--- config.mk ---
export PLATFORM = sky130hd
export DESIGN_NAME = systemizer_top
export DESIGN_NICKNAME = d
export VERILOG_FILES = /design/src/sys_pkg.sv /design/src/gauss_phase.sv /design/src/matrix_ram.sv /design/src/ram_arbiter.sv /design/src/systemizer.sv /design/src/systemizer_top.sv /design/src/wb_host_port.sv
export SDC_FILE = /design/constraint.sdc
export NUM_CORES = 1
export LEC_CHECK = 0
export CORE_ASPECT_RATIO = 0.5
export CORE_MARGIN = 2
export CORE_UTILIZATION = 50
export DETAILED_ROUTE_END_ITERATION = 8
export DONT_BUFFER_PORTS = 1
export PLACE_DENSITY = 0.68
export SLEW_MARGIN = 20
export SYNTH_ARGS = -nofsm -noshare
export SYNTH_HDL_FRONTEND = slang
export SYNTH_SLANG_ARGS = --single-unit
--- constraint.sdc ---
create_clock -name clk -period 3.75 [get_ports clk]
set_input_delay 0 -clock clk [delete_from_list [all_inputs] [get_ports clk]]
set_output_delay 0 -clock clk [all_outputs]
set_load 0.03 [all_outputs]
--- src/sys_pkg.sv ---
package sys_pkg;

  localparam int ROWS = 8;   // Rows of the matrix, one RAM word each.
  localparam int COLS = 16;  // Columns of the matrix, the left 8 form the pivot block.

  typedef logic [COLS-1:0] row_t;     // One full matrix row.
  typedef logic [2:0]      row_idx_t; // Row index, also used as a pivot column index.
  typedef logic [4:0]      wb_adr_t;  // Wishbone word address.

  localparam wb_adr_t CTRL_ADR = 5'd16; // Control register, bit 0 written as 1 starts a run.
  localparam wb_adr_t STAT_ADR = 5'd17; // Status register, read only.

  // Request from one requester toward the RAM arbiter.
  typedef struct packed {
    logic     req;   // Held high with stable fields until gnt is seen.
    logic     we;    // High for a write, low for a read.
    row_idx_t addr;  // Row being accessed.
    row_t     wdata; // Write data, ignored on reads.
  } mem_req_t;

  // Response from the arbiter to one requester.
  typedef struct packed {
    logic gnt;    // Same-cycle grant of the current request.
    logic rvalid; // Read data valid, one cycle after the read grant.
    row_t rdata;  // Read data.
  } mem_rsp_t;

  // Run status as seen by the host.
  typedef struct packed {
    logic busy;    // A run is in progress.
    logic done;    // The last run has ended.
    logic fail;    // The last run found a column without a pivot.
    logic success; // The last run produced the identity on the left.
  } sys_status_t;

  typedef enum logic [3:0] {
    IDLE,
    SCAN_RD,
    SCAN_CHK,
    SWAP_RD,
    SWAP_WR_A,
    SWAP_WR_B,
    ELIM_RD,
    ELIM_CHK,
    ELIM_WR,
    DONE
  } phase_state_t;

endpackage

--- src/gauss_phase.sv ---
`timescale 1ns/10ps

module gauss_phase (
  input  logic              clk,
  input  logic              rst_n,
  input  logic              start,
  input  sys_pkg::row_idx_t col,
  output logic              done,
  output logic              fail,
  output sys_pkg::mem_req_t mem_req,
  input  sys_pkg::mem_rsp_t mem_rsp
);
  import sys_pkg::*;

  phase_state_t state;
  phase_state_t elim_nxt;  // Where the elimination loop goes after this row.
  row_idx_t     idx;       // Row under scan or elimination.
  row_idx_t     col_q;     // Pivot column of this phase.
  row_idx_t     pivot_idx; // Row where the pivot was found.
  row_t         pivot_row; // The pivot row itself.
  row_t         cur_row;   // Last row read back from the RAM.
  logic         fail_q;    // No pivot exists in this column.
  logic         last_idx;  // idx points at the bottom row.
  logic         hit;       // The row on rdata has a 1 in the pivot column.

  assign last_idx = idx == row_idx_t'(ROWS - 1);
  assign elim_nxt = last_idx ? DONE : ELIM_RD;
  assign hit      = mem_rsp.rdata[col_q];

  always_ff @(posedge clk or negedge rst_n) begin
    if (!rst_n) begin
      state  <= IDLE;
      idx    <= '0;
      col_q  <= '0;
      fail_q <= 1'b0;
    end else begin
      unique case (state)
        IDLE: begin
          if (start) begin
            col_q  <= col;
            idx    <= col;    // Rows above the column already hold earlier pivots.
            fail_q <= 1'b0;
            state  <= SCAN_RD;
          end
        end
        SCAN_RD: if (mem_rsp.gnt) state <= SCAN_CHK;
        SCAN_CHK: begin
          if (mem_rsp.rvalid) begin
            if (hit) begin
              idx   <= '0;                                // Elimination walks all rows.
              state <= (idx == col_q) ? ELIM_RD : SWAP_RD; // No swap when in place.
            end else if (last_idx) begin
              fail_q <= 1'b1;                             // Column has no pivot.
              state  <= DONE;
            end else begin
              idx   <= idx + 1'b1;
              state <= SCAN_RD;
            end
          end
        end
        SWAP_RD:   if (mem_rsp.gnt) state <= SWAP_WR_A;
        SWAP_WR_A: if (mem_rsp.gnt) state <= SWAP_WR_B;
        SWAP_WR_B: if (mem_rsp.gnt) state <= ELIM_RD;
        ELIM_RD: begin
          if (idx == col_q) begin
            idx   <= idx + 1'b1; // The pivot row itself stays as it is.
            state <= elim_nxt;
          end else if (mem_rsp.gnt) begin
            state <= ELIM_CHK;
          end
        end
        ELIM_CHK: begin
          if (mem_rsp.rvalid) begin
            if (hit) begin
              state <= ELIM_WR;
            end else begin
              idx   <= idx + 1'b1; // Row is already clear in this column.
              state <= elim_nxt;
            end
          end
        end
        ELIM_WR: begin
          if (mem_rsp.gnt) begin
            idx   <= idx + 1'b1;
            state <= elim_nxt;
          end
        end
        DONE:    state <= IDLE;
        default: state <= IDLE;
      endcase
    end
  end

  // Row data registers.
  always_ff @(posedge clk) begin
    if (mem_rsp.rvalid) begin
      cur_row <= mem_rsp.rdata; // Every read result is kept for the next write.
    end
    if (state == SCAN_CHK && mem_rsp.rvalid && hit) begin
      pivot_row <= mem_rsp.rdata;
      pivot_idx <= idx;
    end
  end

  always_comb begin
    mem_req = '0;
    unique case (state)
      SCAN_RD: begin
        mem_req.req  = 1'b1;
        mem_req.addr = idx;
      end
      SWAP_RD: begin
        mem_req.req  = 1'b1;
        mem_req.addr = col_q; // Fetch the row that the pivot displaces.
      end
      SWAP_WR_A: begin
        mem_req.req   = 1'b1;
        mem_req.we    = 1'b1;
        mem_req.addr  = col_q;
        mem_req.wdata = pivot_row;
      end
      SWAP_WR_B: begin
        mem_req.req   = 1'b1;
        mem_req.we    = 1'b1;
        mem_req.addr  = pivot_idx;
        mem_req.wdata = cur_row; // The displaced row takes the pivot's old place.
      end
      ELIM_RD: begin
        mem_req.req  = idx != col_q;
        mem_req.addr = idx;
      end
      ELIM_WR: begin
        mem_req.req   = 1'b1;
        mem_req.we    = 1'b1;
        mem_req.addr  = idx;
        mem_req.wdata = cur_row ^ pivot_row; // Addition over GF(2).
      end
      default: mem_req = '0;
    endcase
  end

  assign done = state == DONE;
  assign fail = (state == DONE) && fail_q;

  // The sequencer must wait for done before it starts the next column.
  a_start_idle: assert property (@(posedge clk) disable iff (!rst_n)
    start |-> (state == IDLE));

endmodule

--- src/matrix_ram.sv ---
`timescale 1ns/10ps

module matrix_ram (
  input  logic              clk,
  input  logic              we,
  input  sys_pkg::row_idx_t addr,
  input  sys_pkg::row_t     wdata,
  output sys_pkg::row_t     rdata
);
  import sys_pkg::*;

  row_t mem [ROWS]; // One word per matrix row.

  // The array is read every cycle, so rdata follows the address of the cycle before.
  // A write returns the old contents of the row, the array is read before it is written.
  always_ff @(posedge clk) begin
    if (we) begin
      mem[addr] <= wdata; // Store the new row.
    end
    rdata <= mem[addr];   // Registered read, one cycle of latency.
  end

endmodule

--- src/ram_arbiter.sv ---
`timescale 1ns/10ps

module ram_arbiter (
  input  logic              clk,
  input  logic              rst_n,
  input  sys_pkg::mem_req_t host_req,
  output sys_pkg::mem_rsp_t host_rsp,
  input  sys_pkg::mem_req_t eng_req,
  output sys_pkg::mem_rsp_t eng_rsp,
  output logic              ram_we,
  output sys_pkg::row_idx_t ram_addr,
  output sys_pkg::row_t     ram_wdata,
  input  sys_pkg::row_t     ram_rdata
);
  import sys_pkg::*;

  logic     host_gnt;  // Host owns the RAM this cycle.
  logic     eng_gnt;   // Engine owns the RAM this cycle.
  logic     host_rd_q; // Data on ram_rdata belongs to a host read.
  logic     eng_rd_q;  // Data on ram_rdata belongs to an engine read.
  mem_req_t win;       // Request that reaches the RAM.

  assign host_gnt = host_req.req;                  // Host always wins.
  assign eng_gnt  = eng_req.req && !host_req.req;  // Engine only gets idle cycles.
  assign win      = host_req.req ? host_req : eng_req;

  assign ram_we    = win.req && win.we; // No request means no write.
  assign ram_addr  = win.addr;
  assign ram_wdata = win.wdata;

  // Remember who issued the read so the data goes back to that side only.
  always_ff @(posedge clk or negedge rst_n) begin
    if (!rst_n) begin
      host_rd_q <= 1'b0;
      eng_rd_q  <= 1'b0;
    end else begin
      host_rd_q <= host_gnt && !host_req.we; // Granted host read.
      eng_rd_q  <= eng_gnt && !eng_req.we;   // Granted engine read.
    end
  end

  assign host_rsp = '{gnt: host_gnt, rvalid: host_rd_q, rdata: ram_rdata};
  assign eng_rsp  = '{gnt: eng_gnt, rvalid: eng_rd_q, rdata: ram_rdata};

  // A stalled engine request stays up with the same fields until it is granted.
  a_eng_hold: assert property (@(posedge clk) disable iff (!rst_n)
    (eng_req.req && !eng_gnt) |=> (eng_req.req && $stable(eng_req)));

endmodule

--- src/systemizer.sv ---
`timescale 1ns/10ps

module systemizer (
  input  logic                 clk,
  input  logic                 rst_n,
  input  logic                 start,
  output sys_pkg::sys_status_t status,
  output sys_pkg::mem_req_t    mem_req,
  input  sys_pkg::mem_rsp_t    mem_rsp
);
  import sys_pkg::*;

  logic     running;     // A run is in progress.
  logic     done_q;      // The last run has ended.
  logic     fail_q;      // Sticky, set by the first failing phase.
  logic     phase_start; // One-cycle kick for the phase engine.
  logic     phase_done;  // The phase engine has finished a column.
  logic     phase_fail;  // The finished column had no pivot.
  logic     last_col;    // The current phase handles the last pivot column.
  row_idx_t phase_col;   // Pivot column of the current phase.

  assign last_col = phase_col == row_idx_t'(ROWS - 1);

  always_ff @(posedge clk or negedge rst_n) begin
    if (!rst_n) begin
      running     <= 1'b0;
      done_q      <= 1'b0;
      fail_q      <= 1'b0;
      phase_start <= 1'b0;
      phase_col   <= '0;
    end else begin
      phase_start <= 1'b0;
      if (start && !running) begin
        running     <= 1'b1;  // A start during a run is dropped.
        done_q      <= 1'b0;
        fail_q      <= 1'b0;
        phase_col   <= '0;
        phase_start <= 1'b1;
      end else if (running && phase_done) begin
        fail_q <= fail_q | phase_fail;
        if (phase_fail || last_col) begin
          running <= 1'b0;    // Stop at the first missing pivot or the last column.
          done_q  <= 1'b1;
        end else begin
          phase_col   <= phase_col + 1'b1;
          phase_start <= 1'b1;
        end
      end
    end
  end

  assign status.busy    = running;
  assign status.done    = done_q;
  assign status.fail    = fail_q;
  assign status.success = done_q && !fail_q; // Exactly one of the two once done is set.

  gauss_phase u_phase (
    .clk     (clk),
    .rst_n   (rst_n),
    .start   (phase_start),
    .col     (phase_col),
    .done    (phase_done),
    .fail    (phase_fail),
    .mem_req (mem_req),
    .mem_rsp (mem_rsp)
  );

  // A phase only ever ends inside a run that started it.
  a_done_in_run: assert property (@(posedge clk) disable iff (!rst_n)
    phase_done |-> running);

endmodule

--- src/systemizer_top.sv ---
`timescale 1ns/10ps

module systemizer_top (
  input  logic             clk,
  input  logic             rst_n,
  input  logic             cyc,
  input  logic             stb,
  input  logic             we,
  input  sys_pkg::wb_adr_t adr,
  input  sys_pkg::row_t    dat_w,
  output sys_pkg::row_t    dat_r,
  output logic             ack
);
  import sys_pkg::*;

  mem_req_t    host_req;  // Host port toward the arbiter.
  mem_rsp_t    host_rsp;
  mem_req_t    eng_req;   // Elimination engine toward the arbiter.
  mem_rsp_t    eng_rsp;
  logic        start;     // Start pulse from the control register.
  sys_status_t status;    // Run status for the status register.
  logic        ram_we;
  row_idx_t    ram_addr;
  row_t        ram_wdata;
  row_t        ram_rdata;

  wb_host_port u_host (
    .clk      (clk),
    .rst_n    (rst_n),
    .cyc      (cyc),
    .stb      (stb),
    .we       (we),
    .adr      (adr),
    .dat_w    (dat_w),
    .dat_r    (dat_r),
    .ack      (ack),
    .host_req (host_req),
    .host_rsp (host_rsp),
    .start    (start),
    .status   (status)
  );

  systemizer u_sys (
    .clk     (clk),
    .rst_n   (rst_n),
    .start   (start),
    .status  (status),
    .mem_req (eng_req),
    .mem_rsp (eng_rsp)
  );

  ram_arbiter u_arb (
    .clk       (clk),
    .rst_n     (rst_n),
    .host_req  (host_req),
    .host_rsp  (host_rsp),
    .eng_req   (eng_req),
    .eng_rsp   (eng_rsp),
    .ram_we    (ram_we),
    .ram_addr  (ram_addr),
    .ram_wdata (ram_wdata),
    .ram_rdata (ram_rdata)
  );

  matrix_ram u_ram (
    .clk   (clk),
    .we    (ram_we),
    .addr  (ram_addr),
    .wdata (ram_wdata),
    .rdata (ram_rdata)
  );

endmodule

--- src/wb_host_port.sv ---
`timescale 1ns/10ps

module wb_host_port (
  input  logic                 clk,
  input  logic                 rst_n,
  input  logic                 cyc,
  input  logic                 stb,
  input  logic                 we,
  input  sys_pkg::wb_adr_t     adr,
  input  sys_pkg::row_t        dat_w,
  output sys_pkg::row_t        dat_r,
  output logic                 ack,
  output sys_pkg::mem_req_t    host_req,
  input  sys_pkg::mem_rsp_t    host_rsp,
  output logic                 start,
  input  sys_pkg::sys_status_t status
);
  import sys_pkg::*;

  logic acc;     // A bus cycle is waiting for its ack.
  logic is_row;  // The address hits a matrix row.
  logic is_ctrl; // The address hits the control register.
  logic is_stat; // The address hits the status register.
  logic rd_pend; // A row read was granted and its data is still on the way.

  assign acc     = cyc && stb && !ack;    // Ack is a pulse, so a high ack closes the access.
  assign is_row  = adr < wb_adr_t'(ROWS);
  assign is_ctrl = adr == CTRL_ADR;
  assign is_stat = adr == STAT_ADR;

  always_comb begin
    host_req.req   = acc && is_row && !rd_pend; // Only one RAM request per bus cycle.
    host_req.we    = we;
    host_req.addr  = adr[2:0];                   // Row number within the matrix.
    host_req.wdata = dat_w;
  end

  always_ff @(posedge clk or negedge rst_n) begin
    if (!rst_n) begin
      ack     <= 1'b0;
      start   <= 1'b0;
      rd_pend <= 1'b0;
    end else begin
      ack   <= 1'b0; // Default, ack lasts one cycle.
      start <= 1'b0; // Default, start lasts one cycle.
      if (host_rsp.rvalid) begin
        ack     <= 1'b1; // Read data has arrived.
        rd_pend <= 1'b0;
      end else if (acc && is_row) begin
        if (host_rsp.gnt) begin
          ack     <= we;  // A write is done once it is granted.
          rd_pend <= !we; // A read still waits for rvalid.
        end
      end else if (acc) begin
        ack   <= 1'b1;                     // Registers answer in one cycle.
        start <= is_ctrl && we && dat_w[0];
      end
    end
  end

  // Read data path, status sits in the low bits and unmapped reads return zero.
  always_ff @(posedge clk) begin
    if (host_rsp.rvalid) begin
      dat_r <= host_rsp.rdata;
    end else if (acc && !is_row) begin
      dat_r <= is_stat ? {{(COLS - $bits(sys_status_t)){1'b0}}, status} : '0;
    end
  end

  // The master holds stb until it samples ack, so ack is only ever seen inside a cycle.
  a_ack_in_cycle: assert property (@(posedge clk) disable iff (!rst_n)
    ack |-> (cyc && stb));

endmodule
# Word level (Yosys, flattened, before mapping)
# Memories as Yosys holds them, arrays and structs flattened. A register that Yosys moved wholly into a read port is not among the register bits.
# Index checks and enable logic that the tools add are counted.
dict set report word_totals {
  input_bits 26
  romBits 0
  memories 1
  elab_cells 166
  ff_bits 74
  output_inout_bits 17
  latch_bits 0
  ram_bits 128
}
# name depth width read_ports rd_clocked_by_memory_dff write_ports line
set memory_table {}
lappend memory_table {u_ram.mem 8 16 1 1 1 matrix_ram.sv:12} ;# row_t mem [ROWS];
dict set report classes {
  bitwise_logic 2
  order_cmp 2
  n_eq_ne 30
  mul 0
  n_mux 66
  reduce_logical 45
  shifts 0
  addsub 2
  div 0
}
# op n
set op_table {}
lappend op_table {{2-to-1 mux 4 bit} 15}
lappend op_table {{case mux 16 bit (3 select lines)} 1}
lappend op_table {{2-to-1 mux 3 bit} 12}
lappend op_table {{case mux 4 bit (9 select lines)} 1}
lappend op_table {{2-to-1 mux 16 bit} 2}
lappend op_table {{2-to-1 mux 1 bit} 29}
lappend op_table {{2-to-1 mux 21 bit} 1}
lappend op_table {{!= test 2 x 1 -> 1 bit, second input constant} 9}
lappend op_table {{logical AND 1 bit} 17}
lappend op_table {{equality test 4 x 3 -> 1 bit, second input constant} 4}
lappend op_table {{bitwise XOR 16 bit} 1}
lappend op_table {{case mux 3 bit (5 select lines)} 1}
lappend op_table {{nonzero test 2 bit} 6}
lappend op_table {{equality test 5 bit, second input constant} 2}
lappend op_table {{case mux 3 bit (3 select lines)} 1}
lappend op_table {{AND reduction 9 bit} 1}
lappend op_table {{equality test 4 x 2 -> 1 bit, second input constant} 2}
lappend op_table {{equality test 4 bit, second input constant} 2}
lappend op_table {{zero test 1 bit} 8}
lappend op_table {{!= test 2 bit, second input constant} 4}
lappend op_table {{AND reduction 2 bit} 4}
lappend op_table {{AND reduction 8 bit} 1}
lappend op_table {{adder 3 x 1 -> 3 bit, second input constant} 2}
lappend op_table {{equality test 3 bit, second input constant} 2}
lappend op_table {{other kinds (17)} 19}

# Logic depth before layout (Yosys ltp)
dict set report logic_depth {
  word_depth 9
  depth_mapped 10
}

# Hierarchy
# Synthesis repeated with hierarchy kept, for this count alone.
dict set report unflattened {
  hier_cells 685
  area_unflattened_um2 10027.1
}
# module cells_per_inst area_each_um2 n_inst seq_area_each_um2
set by_module_without_submodules {}
lappend by_module_without_submodules {matrix_ram 238 5292.6 1 4164.0}
lappend by_module_without_submodules {gauss_phase 279 2802.7 1 1326.3}
lappend by_module_without_submodules {wb_host_port 71 942.2 1 555.5}
lappend by_module_without_submodules {ram_arbiter 63 651.9 1 50.0}
lappend by_module_without_submodules {systemizer 34 337.8 1 175.2}

# Least setup slack after synthesis
# Ideal clock, no wire load.
dict set report synth_path {
  path_kind {register -> register}
  from {register u_host.ack}
  to {memory u_ram.mem[2][0] (netlist bit) (enable)}
  required_time_ns 3.341
  path_buffers 2
  t_arrival_ns 3.131
  slack_ns 0.209
  path_stages_with_launch 7
  cell_sequence {dfrtp_1 > nand3b_1 > nor4_2 > clkbuf_1 > o21ai_1 > clkbuf_1 > nor3_1}
}
dict set report synth_between {
  elab_chain_len 8
}
# element line
set synth_lines {}
lappend synth_lines {{from (decl)} wb_host_port.sv:12} ;# output logic ack,
lappend synth_lines {{from (signal assigned)} wb_host_port.sv:51} ;# ack <= we;
lappend synth_lines {{zero test 1 bit *} wb_host_port.sv:26} ;# assign acc = cyc && stb && !ack;
lappend synth_lines {{logical AND 1 bit *} wb_host_port.sv:26}
lappend synth_lines {{logical AND 1 bit * (2 in a row)} wb_host_port.sv:32} ;# host_req.req = acc && is_row && !rd_pend;
lappend synth_lines {{2-to-1 mux 21 bit *} ram_arbiter.sv:25} ;# assign win = host_req.req ? host_req : eng_req;
lappend synth_lines {{logical AND 1 bit} ram_arbiter.sv:27} ;# assign ram_we = win.req && win.we;
lappend synth_lines {{2-to-1 mux 1 bit} matrix_ram.sv:17} ;# if (we) begin
lappend synth_lines {{2-to-1 mux 1 bit (implied by the code)} matrix_ram.sv:18} ;# mem[addr] <= wdata;
lappend synth_lines {{to (decl)} matrix_ram.sv:12}
# Mark *: on every way between the ends. The rest lies on a longest branch, timed or not.

# Worst setup path in the final report
dict set report layout_path {
  from {register u_host.ack}
  to {register u_ram.rdata[0] (read register of u_ram.mem)}
}
dict set report layout_between {
  elab_chain_len 5
}
# element line
set layout_lines {}
lappend layout_lines {{zero test 1 bit} wb_host_port.sv:26}
lappend layout_lines {{logical AND 1 bit} wb_host_port.sv:26}
lappend layout_lines {{logical AND 1 bit (2 in a row)} wb_host_port.sv:32}
lappend layout_lines {{2-to-1 mux 21 bit} ram_arbiter.sv:25}
lappend layout_lines {{to (decl)} matrix_ram.sv:8} ;# output sys_pkg::row_t rdata
# No other way between the ends.
# A chain may end at the register's enable or synchronous reset.

==> Flow_metrics.wiki <==
{| class="wikitable"
! Metric !! Value
|-
| Average via count per standard cell || 6.17
|-
| Flop and latch count out of synthesis || approximately 220
|-
| Vias after detailed routing || approximately 5.7k
|-
| Family of cells with the greatest summed delay on the critical path || simple AND/OR/NAND/NOR gates
|-
| Worst-skew pair later-pin latency || just over 0.5 ns
|-
| Data required, critical path || 4.16 ns
|-
| Number of enable flip-flop cells after synthesis || 179
|-
| Synth Warn # || 0
|-
| Total core area || approximately 18000 um^2
|-
| Total clock sinks || roughly 220
|-
| Sequential share of the synthesized area || 68.6%
|-
| Vias in the first global route || 5620
|-
| Complex-gate fraction of the synthesized area || 12.0%
|-
| Initial DRC count || roughly 600
|-
| Number of inserted diodes || 0
|-
| Outcome || finished clean
|-
| Signal arrival time at the worst endpoint || 3.80 ns
|-
| Number of different library cells in the post-synthesis netlist || 63
|-
| Avg Synthesized Cell Area || 14.5 um^2
|-
| HPWL reported at the end of detailed placement || roughly 14 mm
|-
| Die Y || around 100 um
|-
| Critical-path cell list || nand3b_1, nor4_4, dlygate4sd3_1, buf_4, o21ai_2, buf_4, nor3_4, a22oi_1, nand3_1
|-
| First-pass GRT wire length || around 33 mm
|-
| Number of placement rows || 34
|-
| Top cells by area in the synthesized netlist || edfxtp_1 (59%), dfrtp_1 (6.3%), dfxtp_1 (3.5%)
|-
| Setup repair after global routing missed its margin || false
|-
| Pre-Repair DR Iteration Count || 6
|-
| Number of top-level pins || 43
|-
| Leak || 0.00372 uW
|-
| Total setup violations reported at the end of the flow || 0
|-
| Buffers plus inverters on the worst setup path || 3
|-
| Root buffer cell || clkbuf_16
|-
| Initial core utilization || 51.9%
|-
| Final Wtd Congestion || ~0.97
|-
| Initial antenna violation count || 0
|-
| Post-synthesis cell area || around 9100 um^2
|-
| TritonCTS clock tree || built
|-
| Buffers added on ports || 0
|-
| Yosys top cell area share || around 59%
|-
| PnR worst setup slack || between 0.3 and 0.4 ns
|-
| Transition time at the pin with the least slew margin || 1.04 ns
|-
| Share of synthesized area spent on multiplexers || under 10%
|-
| Synth-to-Final Area Change || 14.7%
|-
| Fraction of final layout cells sized beyond drive strength 1 || between 10% and 20%
|-
| Clock-pin slew on the worst setup and hold paths || 0.07 ns
|-
| Number of maximum-capacitance violations || 0
|-
| Number of clock buffers inserted by TritonCTS || 20
|-
| Net count of the finished layout || around 710
|-
| Slowest-stage cell, CP || dlygate4sd3_1
|-
| Buffers from clock root to sink, at most || 3
|-
| Simple-gate area share of the yosys netlist || approximately 8%
|-
| Category of the most critical setup path || register to register
|-
| Largest family of logic cells by synthesized area || compound AO/OA/AOI/OAI gates
|-
| Total routing resource utilization after global routing || 22.7%
|-
| Worst hold path class || primary input to register
|-
| Leftover overflow at the end of global routing || 0
|-
| Max Fanout on Critical Path || 15
|-
| Synthesized netlist cell count || around 630
|-
| Pins over their slew limit || 0
|-
| Fmax || between 200 and 300 MHz
|-
| Most common flop cell mapped by yosys || edfxtp_1
|-
| Most area-hungry cell type in the Yosys netlist || edfxtp_1
|-
| Pre-CTS worst setup slack || between 0.5 and 0.6 ns
|-
| Hold-fix buffers at CTS || 20
|-
| Largest net degree at the start of global routing || 27
|-
| Kind of end point of the critical path || register
|-
| DIE WIDTH || 195 um
|-
| Residual antenna-violating net count after detailed routing || 0
|-
| Post-Synth Adder-Cell Area || less than 1%
|-
| Drc violations || 0
|-
| Pwr/cell area || 679 nW/um^2
|-
| Share of async-settable or async-resettable flops after synthesis || between 10% and 20%
|-
| Level count of the clock H-tree || 1
|-
| Most Frequent Cell on Critical Path || buf_4
|-
| CP max stage delay || roughly 0.62 ns
|-
| Drt total wl || about 22 mm
|-
| Xor and xnor fraction of the mapped netlist area || about 1.2%
|-
| Syn_nets || 661
|-
| Setup skew after layout || approximately 0.013 ns
|-
| Post-layout util || approximately three fifths
|-
| Summed negative setup slack over all endpoints || 0 ns
|-
| Worst-case headroom to the max-slew limit || a little under a third
|-
| Final Hold Viols || 0
|-
| Die Outline Area || around 20000 um^2
|-
| Crit path time final || between 3 and 4 ns
|-
| Number of buffers added for setup after CTS || 0
|-
| Max VDD drop || 0.000322 V
|-
| Number of gates given a new drive strength after cts || 0
|-
| Startpoint type of the worst setup path || register
|-
| Share of the clock period used by the worst path || between 90% and 100%
|-
| DR WL/cell || about 24 um
|}
[cell type report]
type,instances,area [um^2]
fill,1346,7130
sequential,218,6270
multi-input combinational,374,2750
timing repair buffer,58,531
clock buffer,26,523
tap,234,293
clock inverter,10,96.3
inverter,5,18.8
[sequential cells by signal (all words and copies together), names as in the netlist, 3 cells and up]
signal                   cells
u_host.dat_r                16
u_ram.mem                  128
u_ram.rdata                 16
u_sys.phase_col              3
u_sys.u_phase.col_q          3
u_sys.u_phase.cur_row       16
u_sys.u_phase.idx            3
u_sys.u_phase.pivot_idx      3
u_sys.u_phase.pivot_row     16
u_sys.u_phase.state          4
[final timing paths]
check,from,endpoint,slack [ns],cells past startpoint
setup / recovery,u_host.ack,u_ram.rdata[0],0.37,9
hold / removal,dat_w[8],u_ram.mem[7][8],0.003,1
setup reg to reg,u_host.ack,u_ram.rdata[0],0.37,9
hold reg to reg,u_ram.rdata[12],u_sys.u_phase.cur_row[12],0.47,0
max in group asynchronous,rst_n,u_arb.eng_rd_q,3.59,3
min in group asynchronous,rst_n,u_sys.u_phase.idx[0],0.01,3
[metrics by stage]
stage          area (um^2)  hold WS, ns  power (uW)  instances
2_1_floorplan         9140       -0.296        4490        631
3_3_place_gp          9640       -0.295        5100        869
3_5_place_dp          9640       -0.294        5140        869
4_1_cts              10500      0.00552        7110        925
5_1_grt              10500       0.0296        7400        925
6_report             10500      0.00262        7110        925
[cell usage in the layout, fill, tap and decap left out, types with 12 or more instances in the layout]
master and count:
a22oi_1 21, nor2_1 34, buf_4 36, a21oi_1 28, clkbuf_16 20, mux2i_1 25
nand3_1 18, dfxtp_1 16, nand2_1 30, dlygate4sd3_1 18, a22o_1 29, o21ai_0 22
and2_1 13, edfxtp_1 179, mux2_2 17, o22ai_1 12, dfrtp_1 23
[cells in the mapped netlist (all sizes together), types with 3 or more instances]
library cell / number
edfxtp: 179
nor2: 35
mux2: 30
nand2: 30
a22o: 29
a21oi: 28
o21ai: 26
mux2i: 25
dfrtp: 23
clkbuf: 22
a22oi: 21
nand3: 18
dfxtp: 16
nor3: 16
and2: 13
buf: 12
o22ai: 12
a211o: 9
xnor2: 9
nor2b: 8
nor4: 6
inv: 5
a32o: 4
ha: 4
mux4: 4
xor2: 4
a222oi: 3
a32oi: 3
nor3b: 3
o21a: 3
o31ai: 3
[power breakdown]
group | internal [uW] | total, uW | switching (uW)
clock network | 1070 | 1950 | 886
registers | 3070 | 3380 | 311
logic | 698 | 1780 | 1080
total | 4840 | 7110 | 2280
[logic make-up (layout without fill, tap and decap cells)]
group                      Yosys count  after routing
and+or+nand+nor                    142            142
adders and majority gates            4              4
muxes                               59             59
DFF                                218            218
buffers and inverters               39             99
AOI/OAI and AO/OA                  156            156
xor gates and xnor gates            13             13
[metal layers]
| layer | global-route usage (%) | part of all wire [%] | up-vias |
|---|---|---|---|
| met3 | 4.68 | 7.4 | 27 |
| met1 | 34.5 | 48 | 2903 |
| met5 | 0 | 0 | - |
| met4 | 4.70 | 1.6 | 0 |
| li1 | - | - | 2560 |
| met2 | 34.0 | 43 | 219 |
Power figures use the tool's default switching activity.
